## src/design/hart_defs.svh

```systemverilog
/*
 * reduced RV64 hart, global widths and constants
 * shared by the package and the RTL modules
 */
`ifndef HART_DEFS_SVH
`define HART_DEFS_SVH

// integer register and datapath width
`define XLEN 64

// instruction memory word address width, 256 words
`define IMEM_AW 8

// bubble instruction, addi x0,x0,0
`define INS_NOP 32'h13

`endif

```

## src/design/hart_pkg.sv

```systemverilog
/*
 * hart package
 * major opcodes, ALU operations and the payloads carried
 * between the pipeline stages, with their bubble values
 */
`default_nettype none

`include "hart_defs.svh"

package hart_pkg;

    typedef enum logic [6:0] {
        OPC_OP     = 7'b0110011,
        OPC_OP_IMM = 7'b0010011,
        OPC_LUI    = 7'b0110111,
        OPC_AUIPC  = 7'b0010111,
        OPC_BRANCH = 7'b1100011
    } opcode_e;

    typedef enum logic [3:0] {
        ALU_ADD    = 4'd0,
        ALU_SUB    = 4'd1,
        ALU_SLL    = 4'd2,
        ALU_SLT    = 4'd3,
        ALU_SLTU   = 4'd4,
        ALU_XOR    = 4'd5,
        ALU_SRL    = 4'd6,
        ALU_SRA    = 4'd7,
        ALU_OR     = 4'd8,
        ALU_AND    = 4'd9,
        ALU_PASS_B = 4'd10
    } alu_op_e;

    // fetch to decode
    typedef struct packed {
        logic [`XLEN-1:0] pc;
        logic [31:0]      ir;
        logic             valid;
    } fd_t;

    // decode to execute, operands already selected
    typedef struct packed {
        logic [`XLEN-1:0] pc;
        logic [`XLEN-1:0] a;
        logic [`XLEN-1:0] b;
        alu_op_e          alu_op;
        logic [4:0]       rd;
        logic             wr;
        logic             valid;
    } dx_t;

    // execute to writeback
    typedef struct packed {
        logic [4:0]       rd;
        logic [`XLEN-1:0] data;
        logic [`XLEN-1:0] pc;
        logic             wr;
        logic             valid;
    } xw_t;

    // bubble contents and the control bits they apply to
    localparam fd_t FD_BUBBLE = '{pc: '0, ir: `INS_NOP, valid: 1'b0};
    localparam fd_t FD_CTRL   = '{pc: '0, ir: '1, valid: 1'b1};

    localparam dx_t DX_BUBBLE = '{pc: '0, a: '0, b: '0, alu_op: ALU_ADD,
                                  rd: '0, wr: 1'b0, valid: 1'b0};
    localparam dx_t DX_CTRL   = '{pc: '0, a: '0, b: '0, alu_op: alu_op_e'(4'hf),
                                  rd: '1, wr: 1'b1, valid: 1'b1};

    localparam xw_t XW_BUBBLE = '{rd: '0, data: '0, pc: '0, wr: 1'b0, valid: 1'b0};
    localparam xw_t XW_CTRL   = '{rd: '1, data: '0, pc: '0, wr: 1'b1, valid: 1'b1};

endpackage

`default_nettype wire

```

## src/design/wb_bus.sv

```systemverilog
/*
 * writeback bus
 * one register write per cycle from the retire unit,
 * taken by the register file and the decode bypass
 */
`timescale 1ns/1ns
`default_nettype none

`include "hart_defs.svh"

interface wb_bus;

    logic             wr;
    logic [4:0]       rd;
    logic [`XLEN-1:0] data;
    logic [`XLEN-1:0] pc;

    modport source  (output wr, rd, data, pc);
    modport sink    (input  wr, rd, data);
    // observing view, same signals as the write port
    modport monitor (input  wr, rd, data, pc);

endinterface

`default_nettype wire

```

## src/design/retire_unit.sv

```systemverilog
/*
 * retire unit
 * execute/writeback register, drives the writeback bus,
 * reports retired writes and counts them
 */
`timescale 1ns/1ns
`default_nettype none

`include "hart_defs.svh"

module retire_unit import hart_pkg::*; (
    input  wire logic             h_clk,
    input  wire logic             h_rst_n,
    input  xw_t                   xw_i,
    wb_bus.source                 wb,
    output logic                  ret_valid_o,
    output logic      [4:0]       ret_rd_o,
    output logic      [`XLEN-1:0] ret_data_o,
    output logic      [`XLEN-1:0] ret_pc_o,
    output logic      [31:0]      ret_count_o
);

    xw_t xw_q;

    stage_reg #(
        .payload_t (xw_t),
        .BUBBLE    (XW_BUBBLE),
        .CTRL_MASK (XW_CTRL)
    ) u_xw_reg (
        .h_clk   (h_clk),
        .h_rst_n (h_rst_n),
        .flush_i (1'b0),
        .d_i     (xw_i),
        .q_o     (xw_q)
    );

    assign wb.wr   = xw_q.valid && xw_q.wr;
    assign wb.rd   = xw_q.rd;
    assign wb.data = xw_q.data;
    assign wb.pc   = xw_q.pc;

    // retire port mirrors the bus, x0 writes are not reported
    assign ret_valid_o = wb.wr && wb.rd != 5'd0;
    assign ret_rd_o    = wb.rd;
    assign ret_data_o  = wb.data;
    assign ret_pc_o    = wb.pc;

    always_ff @(posedge h_clk) begin
        if (!h_rst_n) begin
            ret_count_o <= '0;
        end else if (ret_valid_o) begin
            ret_count_o <= ret_count_o + 32'd1;
        end
    end

endmodule

`default_nettype wire

```

## src/design/stage_reg.sv

```systemverilog
/*
 * pipeline stage register
 * loads every cycle, on reset or flush the control bits
 * take the bubble value while data bits keep following d_i
 */
`timescale 1ns/1ns
`default_nettype none

module stage_reg #(
    parameter type      payload_t = logic,
    parameter payload_t BUBBLE    = '0,
    parameter payload_t CTRL_MASK = '0
) (
    input  wire logic h_clk,
    input  wire logic h_rst_n,
    input  wire logic flush_i,
    input  payload_t  d_i,
    output payload_t  q_o
);

    always_ff @(posedge h_clk) begin
        if (!h_rst_n || flush_i) begin
            // only the bits under CTRL_MASK are forced
            q_o <= payload_t'((d_i & ~CTRL_MASK) | (BUBBLE & CTRL_MASK));
        end else begin
            q_o <= d_i;
        end
    end

endmodule

`default_nettype wire

```

## src/flat_wrapper.sv

```systemverilog
// flat-port wrapper written by rule: the top's interface ports become plain ports
module retire_unit_flat import hart_pkg::*;
  (h_clk, h_rst_n, xw_i, ret_valid_o, ret_rd_o, ret_data_o, ret_pc_o, ret_count_o, wb_wr, wb_rd, wb_data, wb_pc);
  wb_bus wb_i ();
  input  wire logic h_clk;
  input  wire logic h_rst_n;
  input  xw_t xw_i;
  output logic ret_valid_o;
  output logic      [4:0] ret_rd_o;
  output logic      [`XLEN-1:0] ret_data_o;
  output logic      [`XLEN-1:0] ret_pc_o;
  output logic      [31:0] ret_count_o;
  output wire logic [$bits(wb_i.wr)-1:0] wb_wr;
  output wire logic [$bits(wb_i.rd)-1:0] wb_rd;
  output wire logic [$bits(wb_i.data)-1:0] wb_data;
  output wire logic [$bits(wb_i.pc)-1:0] wb_pc;
  assign wb_wr = wb_i.wr;
  assign wb_rd = wb_i.rd;
  assign wb_data = wb_i.data;
  assign wb_pc = wb_i.pc;
  retire_unit u_core (.h_clk(h_clk), .h_rst_n(h_rst_n), .xw_i(xw_i), .wb(wb_i), .ret_valid_o(ret_valid_o), .ret_rd_o(ret_rd_o), .ret_data_o(ret_data_o), .ret_pc_o(ret_pc_o), .ret_count_o(ret_count_o));
endmodule
```

## config.mk

```make
export PLATFORM = sky130hd
export DESIGN_NAME = retire_unit_flat
export DESIGN_NICKNAME = d
export VERILOG_FILES = /design/src/design/hart_pkg.sv /design/src/design/wb_bus.sv /design/src/design/retire_unit.sv /design/src/design/stage_reg.sv /design/src/flat_wrapper.sv
export VERILOG_INCLUDE_DIRS = /design/src /design/src/design
export SDC_FILE = /design/constraint.sdc
export NUM_CORES = 1
export LEC_CHECK = 0
export BUFFER_PORTS_ARGS = -buffer_cell sky130_fd_sc_hd__buf_2
export CAP_MARGIN = 5
export CELL_PAD_IN_SITES_DETAIL_PLACEMENT = 0
export CELL_PAD_IN_SITES_GLOBAL_PLACEMENT = 2
export CORE_AREA = 3 3 170 172
export DETAILED_ROUTE_END_ITERATION = 8
export DIE_AREA = 0 0 173 175
export PLACE_DENSITY_LB_ADDON = 0.25
export SYNTH_ARGS = -nofsm -noshare
export SYNTH_HDL_FRONTEND = slang
export SYNTH_HIERARCHICAL = 1
export SYNTH_SLANG_ARGS = --single-unit
```

## constraint.sdc

```tcl
create_clock -name h_clk -period 3 [get_ports h_clk]
set_clock_uncertainty 0.15 [all_clocks]
set_input_delay 0.6 -clock h_clk [delete_from_list [all_inputs] [get_ports h_clk]]
set_output_delay 0.6 -clock h_clk [all_outputs]
set_load 0.02 [all_outputs]
```

==> results.ini, run 1 <==
[run_status]
outcome = finished, final reports clean

[power_and_ir_drop]
power_leakage_nw = 3.88
p_per_area_mw_per_mm2 = 660
vdd_drop_max_mv = 0.293
finalPower_mw = 5.04

[grt]
grt_overflow = 0
grt_pass1_wl_um = 27300
grt_util_met2_pct = 22.2
grt_most_used_layer = met2
met1_usage_pct = 13.6
antenna_found_initial = 5
use_met3_pct = 4.26
grt_pass1_vias = 4076
grt_max_degree = 40
grtUsageTotal_pct = 12.4

[final_layout]
final_net_count = 918
drive_gt1_share_pct = 60.5
areaGrowthSynthToFinish_pct = 41.6
fillers = 2996
stdcell_area_mm2 = 0.00763

[clock_tree]
post_cts_buffers = 0
cts_buffers = 17
clock-sinks = 167
cts_resized = 0
clkSlewWorstSetupHoldPaths_ns = 0.08
cts_hold_buf = 0
htreeDepth = 4
cts_tree = built
cts_buffer_depth = 2
cts_root_buf = clkbuf_16
clock_latency_ns = 0.42

[min_path]
min_to = u_core/u_xw_reg/q_o[104]
min_path_cells = 1
min-delay-start = xw_i[104]
hp-class = primary input to flip-flop

[run]
max_cap_viol_count = 0

[place]
dpl_cell_area_mm2 = 0.00706
dp.final_hpwl_um = 16200
io_buffers = 436
place.gp.congestion = 0.732

[route]
routed_via_density = 3.45
drc = 0
vias = 4052
dr.pass1.iters = 4
ant_nets = 0
totalWireLength_um = 19500
drt_iter0_markers = 117
post_drt_wl_per_cell_um = 16.6

[setup_path]
crit_fanout = 9
startpoint = u_core/u_xw_reg/q_o[130]
max_stage_delay_ns = 0.79
crit_arrival_ns = 2.08
worstPathRequired_ns = 2.25
timing.rr.end = u_core/ret_count_o[22]
worstPathCellList = or4_2 > o21a_1 > buf_2
path_buf_inv = 1
cp-start-kind = flip-flop
r2r-start = u_core/ret_count_o[0]
path_class = flip-flop to output pin
rrSetupSlack_ns = 0.68
worst_setup_path_end_kind = output pin
critPathSlowestCell = or4_2
worstRegToRegCells = 6
critical_path.top_delay_family = simple AND/OR/NAND/NOR gates

[sta]
slew_violations = 0
slew_headroom_pct = 58.5
finalCriticalPeriod_ns = 2.83
post-route-period-util_pct = 94.2
hold_violations = 0
worst_pin_slew_ns = 0.622
fmaxAchievable_ghz = 0.354
setup_viol = 0
fin_setup_tns_ns = 0
rsz0062_at_grt = no

[yosys]
yosys.area.top_type = dfxtp_1
yosysWarnings = 6
yosysUniqueCellTypes = 40
synthCells = 457
synth.avg_cell_area_um2 = 11.8
syn_area_mm2 = 0.00539
yosysSeqAreaShare_pct = 62.0
synth_top_cells_by_area = dfxtp_1 (62%), buf_4 (19%), and2_1 (3.2%)
synth-seq-cells = 167
yosysTopAreaCellShare_pct = 62.0

[floorplan]
die-area_mm2 = 0.0303
die_h_um = 175
ios = 437
start_util_pct = 19.5
fp.dieW_um = 173
num_rows = 61
coreArea_mm2 = 0.0276

[report_power, final]
part           switching, mW  internal, mW
Combinational          0.346         0.189
Clock                   1.03          1.10
Sequential            0.0569          2.31
Total                   1.43          3.61
[worst max path at each step]
| stage | depth (start not counted) | end | slack [ns] |
|---|---|---|---|
| final | 3 | ret_valid_o | 0.17 |
| after global routing | 3 | ret_valid_o | 0.06 |
| after CTS | 3 | ret_valid_o | 0.14 |
| after detailed placement | 3 | ret_valid_o | 0.61 |
| after global placement | 3 | ret_valid_o | 0.62 |
| after floorplan | 3 | ret_valid_o | 0.70 |
[area by class of cell]
class	instances	area (µm²)	share of cell area, %
diodes	5	12.5	0.164
clock buffers	18	429	5.62
clock inverters	14	135	1.77
inverters	7	26.3	0.344
multi-input cells	149	1020	13.3
flip-flops and latches	167	3340	43.8
well taps	378	473	6.20
repair buffers	438	2200	28.8
[cell usage in the layout, fill, tap and decap left out, drive strengths merged, types with 10 or more instances in the layout]
cell and n:
dfxtp 167, nor3 11, inv 15, clkbuf 18
nand2 10, buf 438, xnor2 11, xor2 16
and2 29
[stage by stage]
step                      hold WS, ns  instances  setup WS, ns  utilization (%)
after floorplan                 0.408        463         0.695                -
after global placement          0.331       1139         0.615             25.5
after detailed placement        0.342       1139         0.610             25.5
after CTS                      0.0889       1171         0.137             27.6
after global routing           0.0806       1175        0.0557             27.6
final                           0.124       1176         0.173             27.6
[state kept, by name (all words and copies together) (netlist names)]
name	cells
u_core/u_xw_reg/q_o	135
u_core/ret_count_o	32
[metal layers]
layer	vias up	wire length (µm)	part of all wire, %
met1	1848	7590	39
met4	0	170	0.87
li1	1996	-	-
met2	197	10500	54
met5	-	0	0
met3	11	1270	6.5
[synthesized netlist by cell type, drive strengths merged]
cell type / n
nor2: 1
dfxtp: 167
and4: 7
clkbuf: 6
mux2i: 1
a21boi: 3
o211ai: 3
conb: 1
buf: 134
nor4: 7
nand3: 7
nor2b: 3
ha: 1
o21ai: 3
o21a: 2
nand4: 7
or2: 1
and3: 3
xor2: 16
xnor2: 11
and3b: 7
or3: 4
nor3: 11
nand2: 10
and2: 29
o31ai: 1
a21oi: 1
inv: 7
or4: 3
[kinds of logic after synthesis]
logic type / count (synthesis) / share of synthesized area, %
XOR/XNOR: 27 / 4.39
flip-flops: 167 / 62.0
AND/OR/NAND/NOR: 100 / 11.7
other: 1 / 0.0696
AO/OA/AOI/OAI: 13 / 1.88
multiplexers: 1 / 0.186
buffers and inverters: 147 / 19.5
adder cells (fa/ha/maj): 1 / 0.232
[worst reg2reg max path, stage by stage, from the launching register on]
cell and delay (ns):
dfxtp_1 0.41, ha_1 0.25, nand4_1 0.21, or3_1 0.57, nor3_1 0.33, a21oi_1 0.11, o21a_1 0.19
Note: power is estimated with default switching activity, not from simulation.
==> inputs of run 2 (changes only) <==
Settings changed: CORE_AREA 3 3 170 172 to unset, CORE_ASPECT_RATIO set to 1.5, CORE_MARGIN set to 3, CORE_UTILIZATION set to 19, DIE_AREA 0 0 173 175 to unset.
Clock period 3 ns to 2.53 ns, I/O delays scaled along.
==> run 2 against run 1 <==
  * Final cell count is 7.5% higher
  * Core utilization is 4.4 points higher
  * Clock-buffer cell count is 7 higher
  * Clock power is 14% higher
  * Design area is 16% higher
  * Worst hold slack worse by 0.088 ns
  * First-iteration DRC count is 1.7% higher
  * Sequential cell count stayed put
  * Sequential power is 19% higher
  * Sequential share of layout area is 6.0 points lower
  * Largest cell class is now buffers
==> results.ini, run 2 (synthesis results as in run 1) <==
[min_path]
hp-class = primary input to flip-flop  ; unchanged

[floorplan]
start_util_pct = 19.5  ; about the same
die_h_um = 212  ; was 175 µm
die-area_mm2 = 0.0305  ; was 0.0303 mm²
num_rows = 74  ; was 61
fp.dieW_um = 144  ; was 173 µm
coreArea_mm2 = 0.0276  ; about the same
ios = 437  ; unchanged

[clock_tree]
cts_root_buf = clkbuf_16  ; unchanged
cts_tree = built  ; unchanged
clkSlewWorstSetupHoldPaths_ns = 0.06  ; was 0.08 ns
clock-sinks = 167  ; unchanged
htreeDepth = 4  ; unchanged
cts_buffer_depth = 2  ; unchanged
cts_buffers = 17  ; unchanged
clock_latency_ns = 0.43  ; was 0.42 ns

[sta]
hold_violations = 0  ; unchanged
fin_setup_tns_ns = 0  ; unchanged
fmaxAchievable_ghz = 0.410
post-route-period-util_pct = 96.5
rsz0062_at_grt = no  ; unchanged
worst_pin_slew_ns = 0.603  ; was 0.622 ns
worst_slack_ns = 0.0895  ; was 0.173 ns
setup_viol = 0  ; unchanged
slew_violations = 0  ; unchanged
finalCriticalPeriod_ns = 2.44
slew_headroom_pct = 59.8  ; was 58.5%

[grt]
grt_overflow = 0  ; unchanged
antenna_found_initial = 0  ; was 5
grtUsageTotal_pct = 11.8  ; was 12.4%
grt_max_degree = 40  ; unchanged
grt_pass1_vias = 4570  ; was 4076
grt_pass1_wl_um = 26200  ; was 27300 µm

[final_layout]
top_regs = u_core/u_xw_reg/q_o (135), u_core/ret_count_o (32)  ; unchanged
ff_latch_area_mm2 = 0.00334  ; unchanged
final_common_cell = buf_2  ; unchanged
antennaDiodeCount = 0  ; was 5
areaGrowthSynthToFinish_pct = 64.0  ; was 41.6%
final_cell_mix = buf_2 (436), dfxtp_1 (167), dlygate4sd3_1 (126)  ; was buf_2 (436), dfxtp_1 (167), and2_1 (28)
largest_reg_flops = 135  ; unchanged
stdcell_area_mm2 = 0.00884  ; was 0.00763 mm²
top_register = u_core/u_xw_reg/q_o  ; unchanged
multi_input_area_mm2 = 0.00103  ; was 0.00102 mm²
fillers = 2894  ; was 2996
drive_gt1_share_pct = 51.8  ; was 60.5%
final_net_count = 1047  ; was 918

[power_and_ir_drop]
p_int_mw = 4.48  ; was 3.61 mW
sequentialPowerShare_pct = 46.6  ; was 47.0%
p_sw_share_pct = 25.6  ; was 28.4%
p_switching_mw = 1.54  ; was 1.43 mW
clockPowerShare_pct = 40.2  ; was 42.3%
power_leakage_nw = 4.41  ; was 3.88 nW
vdd_drop_max_mv = 0.457  ; was 0.293 mV
p_per_area_mw_per_mm2 = 680  ; was 660 mW/mm²
finalPower_mw = 6.02  ; was 5.04 mW
power.share.combinational_pct = 13.2  ; was 10.6%

[run]
max_cap_viol_count = 0  ; unchanged

[route]
totalWireLength_um = 19100  ; was 19500 µm
drc = 0  ; unchanged
post_drt_wl_per_cell_um = 15.1  ; was 16.6 µm
drt_iter0_markers = 119  ; was 117
dr.pass1.iters = 4  ; unchanged
ant_nets = 0  ; unchanged
routed_via_density = 3.57  ; was 3.45
vias = 4512  ; was 4052

[setup_path]
worst_setup_path_end_kind = output pin  ; unchanged
path_class = flip-flop to output pin  ; unchanged
crit_arrival_ns = 1.78  ; was 2.08 ns
crit_fanout = 9  ; unchanged
cp-start-kind = flip-flop  ; unchanged
worstPathRequired_ns = 1.87  ; was 2.25 ns

[place]
dp.final_hpwl_um = 15200  ; was 16200 µm
io_buffers = 436  ; unchanged
place.gp.congestion = 0.714  ; was 0.732
dpl_cell_area_mm2 = 0.00703  ; was 0.00706 mm²
pre_cts_slack_ns = 0.224  ; was 0.610 ns

[run_status]
outcome = finished, final reports clean  ; unchanged

[run 2: metal layers]
metal  routed length [µm]  up-vias  GRT usage, %
met5                    0        -             0
met3                 1370       20          3.60
li1                     -     2244             -
met4                  460        0          5.88
met2                10800      196          23.0
met1                 6460     2052          10.8
[run 2: final cells by class]
cell class / instances / area share, %
clock buffer: 25 / 5.26
clock inverter: 7 / 0.821
inverter: 7 / 0.297
multi-input combinational: 149 / 11.6
sequential: 167 / 37.8
tap: 342 / 4.84
timing repair buffer: 567 / 39.4
[run 2: critical path: stages (launching register included)]
cell     delay [ns]
dfxtp_1        0.33
or4_4          0.60
o21a_4         0.27
buf_2          0.17
[run 2: metrics by stage]
| stage | cells | util, % | hold slack, ns |
|---|---|---|---|
| 6_report | 1264 | 32.1 | 0.0363 |
| 5_1_grt | 1264 | 32.1 | 0.00620 |
| 3_5_place_dp | 1106 | 25.5 | 0.340 |
| 4_1_cts | 1264 | 32.1 | 0.0000585 |
| 2_1_floorplan | 463 | - | 0.384 |
| 3_3_place_gp | 1106 | 25.5 | 0.342 |
[run 2: worst paths after layout]
| check | startpoint | to | slack (ns) | depth (start not counted) |
|---|---|---|---|---|
| max | u_core/u_xw_reg/q_o[130] | ret_valid_o | 0.09 | 3 |
| max reg2reg | u_core/ret_count_o[0] | u_core/ret_count_o[22] | 0.24 | 6 |
| min reg2reg | u_core/ret_count_o[31] | u_core/ret_count_o[31] | 0.34 | 2 |
| min | xw_i[78] | u_core/u_xw_reg/q_o[78] | 0.04 | 1 |
[run 2: power groups by stage]
stage / combinational, mW / clock, mW / sequential (mW)
3_5_place_dp: 0.638 / 0 / 2.87
6_report: 0.792 / 2.42 / 2.81
3_3_place_gp: 0.641 / 0 / 2.86
2_1_floorplan: 0.313 / 0 / 3.00
5_1_grt: 0.840 / 2.64 / 2.82
4_1_cts: 0.803 / 2.53 / 2.81
[run 2: what timing repair did]
item | in CTS | in global routing
hold buffers | 126 | 0
setup buffers | 0 | 0
endpoints found under the setup margin | 1 | 0
hold endpoints to repair | 126 | 0
gates resized for setup | 3 | 0
==> inputs of run 3 (changes only) <==
Clock period 2.53 ns to 2.2 ns, I/O delays scaled along.
==> run 3 against run 2 <==
  * Clock power rose by 17%
  * Combinational power rose by 17%
  * Critical endpoint unchanged
  * Final cell count rose by 1.9%
  * Non-clock buffer count rose by 26
  * The flow now finishes with violations (negative setup slack)
==> results.ini, run 3 (synthesis results as in run 1) <==
[setup_path]
cp-start-kind = flip-flop  ; unchanged
rrSetupSlack_ns = 0.01  ; was 0.24 ns
startpoint = u_core/u_xw_reg/q_o[134]  ; was u_core/u_xw_reg/q_o[130]
worstPathRequired_ns = 1.61  ; was 1.87 ns
critPathSlowestCell = or4_4  ; unchanged
path_class = flip-flop to output pin  ; unchanged
endpoint = ret_valid_o  ; unchanged
r2r-start = u_core/u_xw_reg/q_o[134]  ; was u_core/ret_count_o[0]
worst_setup_path_end_kind = output pin  ; unchanged
max_stage_delay_ns = 0.55  ; was 0.60 ns
timing.rr.end = u_core/ret_count_o[22]  ; unchanged
worstPathCellList = or4_4 > o21a_4 > buf_6  ; was or4_4 > o21a_4 > buf_2
worstRegToRegCells = 7  ; was 6
crit_fanout = 2  ; was 9
crit_arrival_ns = 1.66  ; was 1.78 ns

[floorplan]
start_util_pct = 19.5  ; unchanged
fp.dieW_um = 144  ; unchanged
ios = 437  ; unchanged
die_h_um = 212  ; unchanged
coreArea_mm2 = 0.0276  ; unchanged
die-area_mm2 = 0.0305  ; unchanged
num_rows = 74  ; unchanged

[grt]
grt_pass1_wl_um = 26200  ; unchanged
grt_max_degree = 23  ; was 40
grtUsageTotal_pct = 11.7  ; was 11.8%
met1_usage_pct = 10.7  ; was 10.8%
grt_most_used_layer = met2  ; unchanged
use_met3_pct = 3.04  ; was 3.60%
antenna_found_initial = 0  ; unchanged
grt_util_met2_pct = 23.0  ; about the same
grt_overflow = 0  ; unchanged
grt_pass1_vias = 4627  ; was 4570

[power_and_ir_drop]
vdd_drop_max_mv = 0.471  ; was 0.457 mV
p_per_area_mw_per_mm2 = 754  ; was 680 mW/mm²
power_leakage_nw = 4.74  ; was 4.41 nW

[clock_tree]
cts_root_buf = clkbuf_16  ; unchanged
clock-sinks = 167  ; unchanged
clock_latency_ns = 0.43  ; about the same
htreeDepth = 4  ; unchanged
clkSlewWorstSetupHoldPaths_ns = 0.06  ; about the same
cts_buffer_depth = 2  ; unchanged
cts_tree = built  ; unchanged
cts_buffers = 17  ; unchanged

[route]
vias = 4682  ; was 4512
ant_nets = 0  ; unchanged
routed_via_density = 3.64  ; was 3.57
totalWireLength_um = 19100  ; about the same
dr.pass1.iters = 4  ; unchanged
post_drt_wl_per_cell_um = 14.9  ; was 15.1 µm
drt_iter0_markers = 98  ; was 119
drc = 0  ; unchanged

[sta]
worst_slack_ns = -0.0476  ; was 0.0895 ns
fin_setup_tns_ns = -0.0476  ; was 0 ns
rsz0062_at_grt = yes  ; was no
slew_headroom_pct = 62.4  ; was 59.8%
slew_violations = 0  ; unchanged
finalCriticalPeriod_ns = 2.25
worst_pin_slew_ns = 0.563  ; was 0.603 ns
fmaxAchievable_ghz = 0.445
setup_viol = 1  ; was 0
hold_violations = 0  ; unchanged
post-route-period-util_pct = 102

[min_path]
hp-class = primary input to flip-flop  ; unchanged

[final_layout]
final_common_cell = buf_2  ; unchanged
top_regs = u_core/u_xw_reg/q_o (135), u_core/ret_count_o (32)  ; unchanged
final_cell_mix = buf_2 (435), dfxtp_1 (157), dlygate4sd3_1 (128)  ; was buf_2 (436), dfxtp_1 (167), dlygate4sd3_1 (126)
final_net_count = 1073  ; was 1047
areaGrowthSynthToFinish_pct = 71.5  ; was 64.0%
antennaDiodeCount = 0  ; unchanged
final_util_pct = 33.5  ; was 32.1%
largest_reg_flops = 135  ; unchanged
top_register = u_core/u_xw_reg/q_o  ; unchanged
stdcell_count = 1288  ; was 1264
drive_gt1_share_pct = 56.0  ; was 51.8%

[place]
dp.final_hpwl_um = 15100  ; was 15200 µm
pre_cts_slack_ns = 0.0771  ; was 0.224 ns
io_buffers = 436  ; unchanged
post-place-cells = 1121  ; was 1106
place.gp.congestion = 0.715  ; was 0.714

[run]
max_cap_viol_count = 0  ; unchanged

[run_status]
outcome = finished with violations  ; was finished, final reports clean
failed_checks = negative setup slack

## run 3: cell types whose count changed in the layout (fill, tap and decap cells not counted), sizes merged
cell / change
buf: +24
clkbuf: -2
clkinvlp: -1
dlygate4sd3: +2
inv: +1
## run 3: worst min path at each step
stage | startpoint | end | slack, ns | depth (start not counted)
after floorplan | xw_i[100] | u_core/u_xw_reg/q_o[100] | 0.32 | 0
after CTS | xw_i[130] | u_core/u_xw_reg/q_o[130] | 0.05 | 2
final | xw_i[0] | u_core/u_xw_reg/q_o[0] | 0.1 | 2
after global routing | xw_i[132] | u_core/u_xw_reg/q_o[132] | 0.08 | 2
after global placement | u_core/ret_count_o[31] | u_core/ret_count_o[31] | 0.35 | 2
after detailed placement | u_core/ret_count_o[31] | u_core/ret_count_o[31] | 0.34 | 2
## run 3: power breakdown
part / switching [mW] / internal [mW]
Sequential: 0.0683 / 3.16
Combinational: 0.507 / 0.419
Clock: 1.16 / 1.66
## run 3: per-layer routing
metal / vias to the layer above / wire (µm)
li1: 2302 / -
met1: 2146 / 6430
met2: 208 / 11100
met3: 26 / 1150
met4: 0 / 494
met5: - / 0
## run 3: worst max-delay path: cells and delay by family (launching register included)
kind / cells / cell delay, ns
AND/OR/NAND/NOR: 1 / 0.55
flip-flops: 1 / 0.32
AO/OA/AOI/OAI: 1 / 0.23
buffers and inverters: 1 / 0.13
## run 3: cell type report
cell class,instances,area [µm²]
Fill cell,2844,18300
Timing Repair Buffer,593,3700
Sequential cell,167,3360
Multi-Input combinational cell,149,1180
Clock buffer,23,488
Tap cell,342,428
Clock inverter,7,70.1
Inverter,7,26.3
## run 3: metrics by stage
stage / power [mW] / area [µm²] / hold WS [ns]
finish: 6.97 / 9250 / 0.0966
global route: 7.31 / 9250 / 0.0763
CTS: 7.14 / 9050 / 0.0541
detailed placement: 4.03 / 7160 / 0.337
global placement: 4.03 / 7160 / 0.350
floorplan: 3.81 / 5430 / 0.318
## run 3: what timing repair did
action                                 in CTS  in global routing
endpoints found under the hold margin     128                  0
setup buffers                               4                  5
resized for setup                           8                 29
hold buffers                              128                  0
pin swaps                                   2                 19
gates cloned                                0                  1
setup endpoints to repair                   1                 19
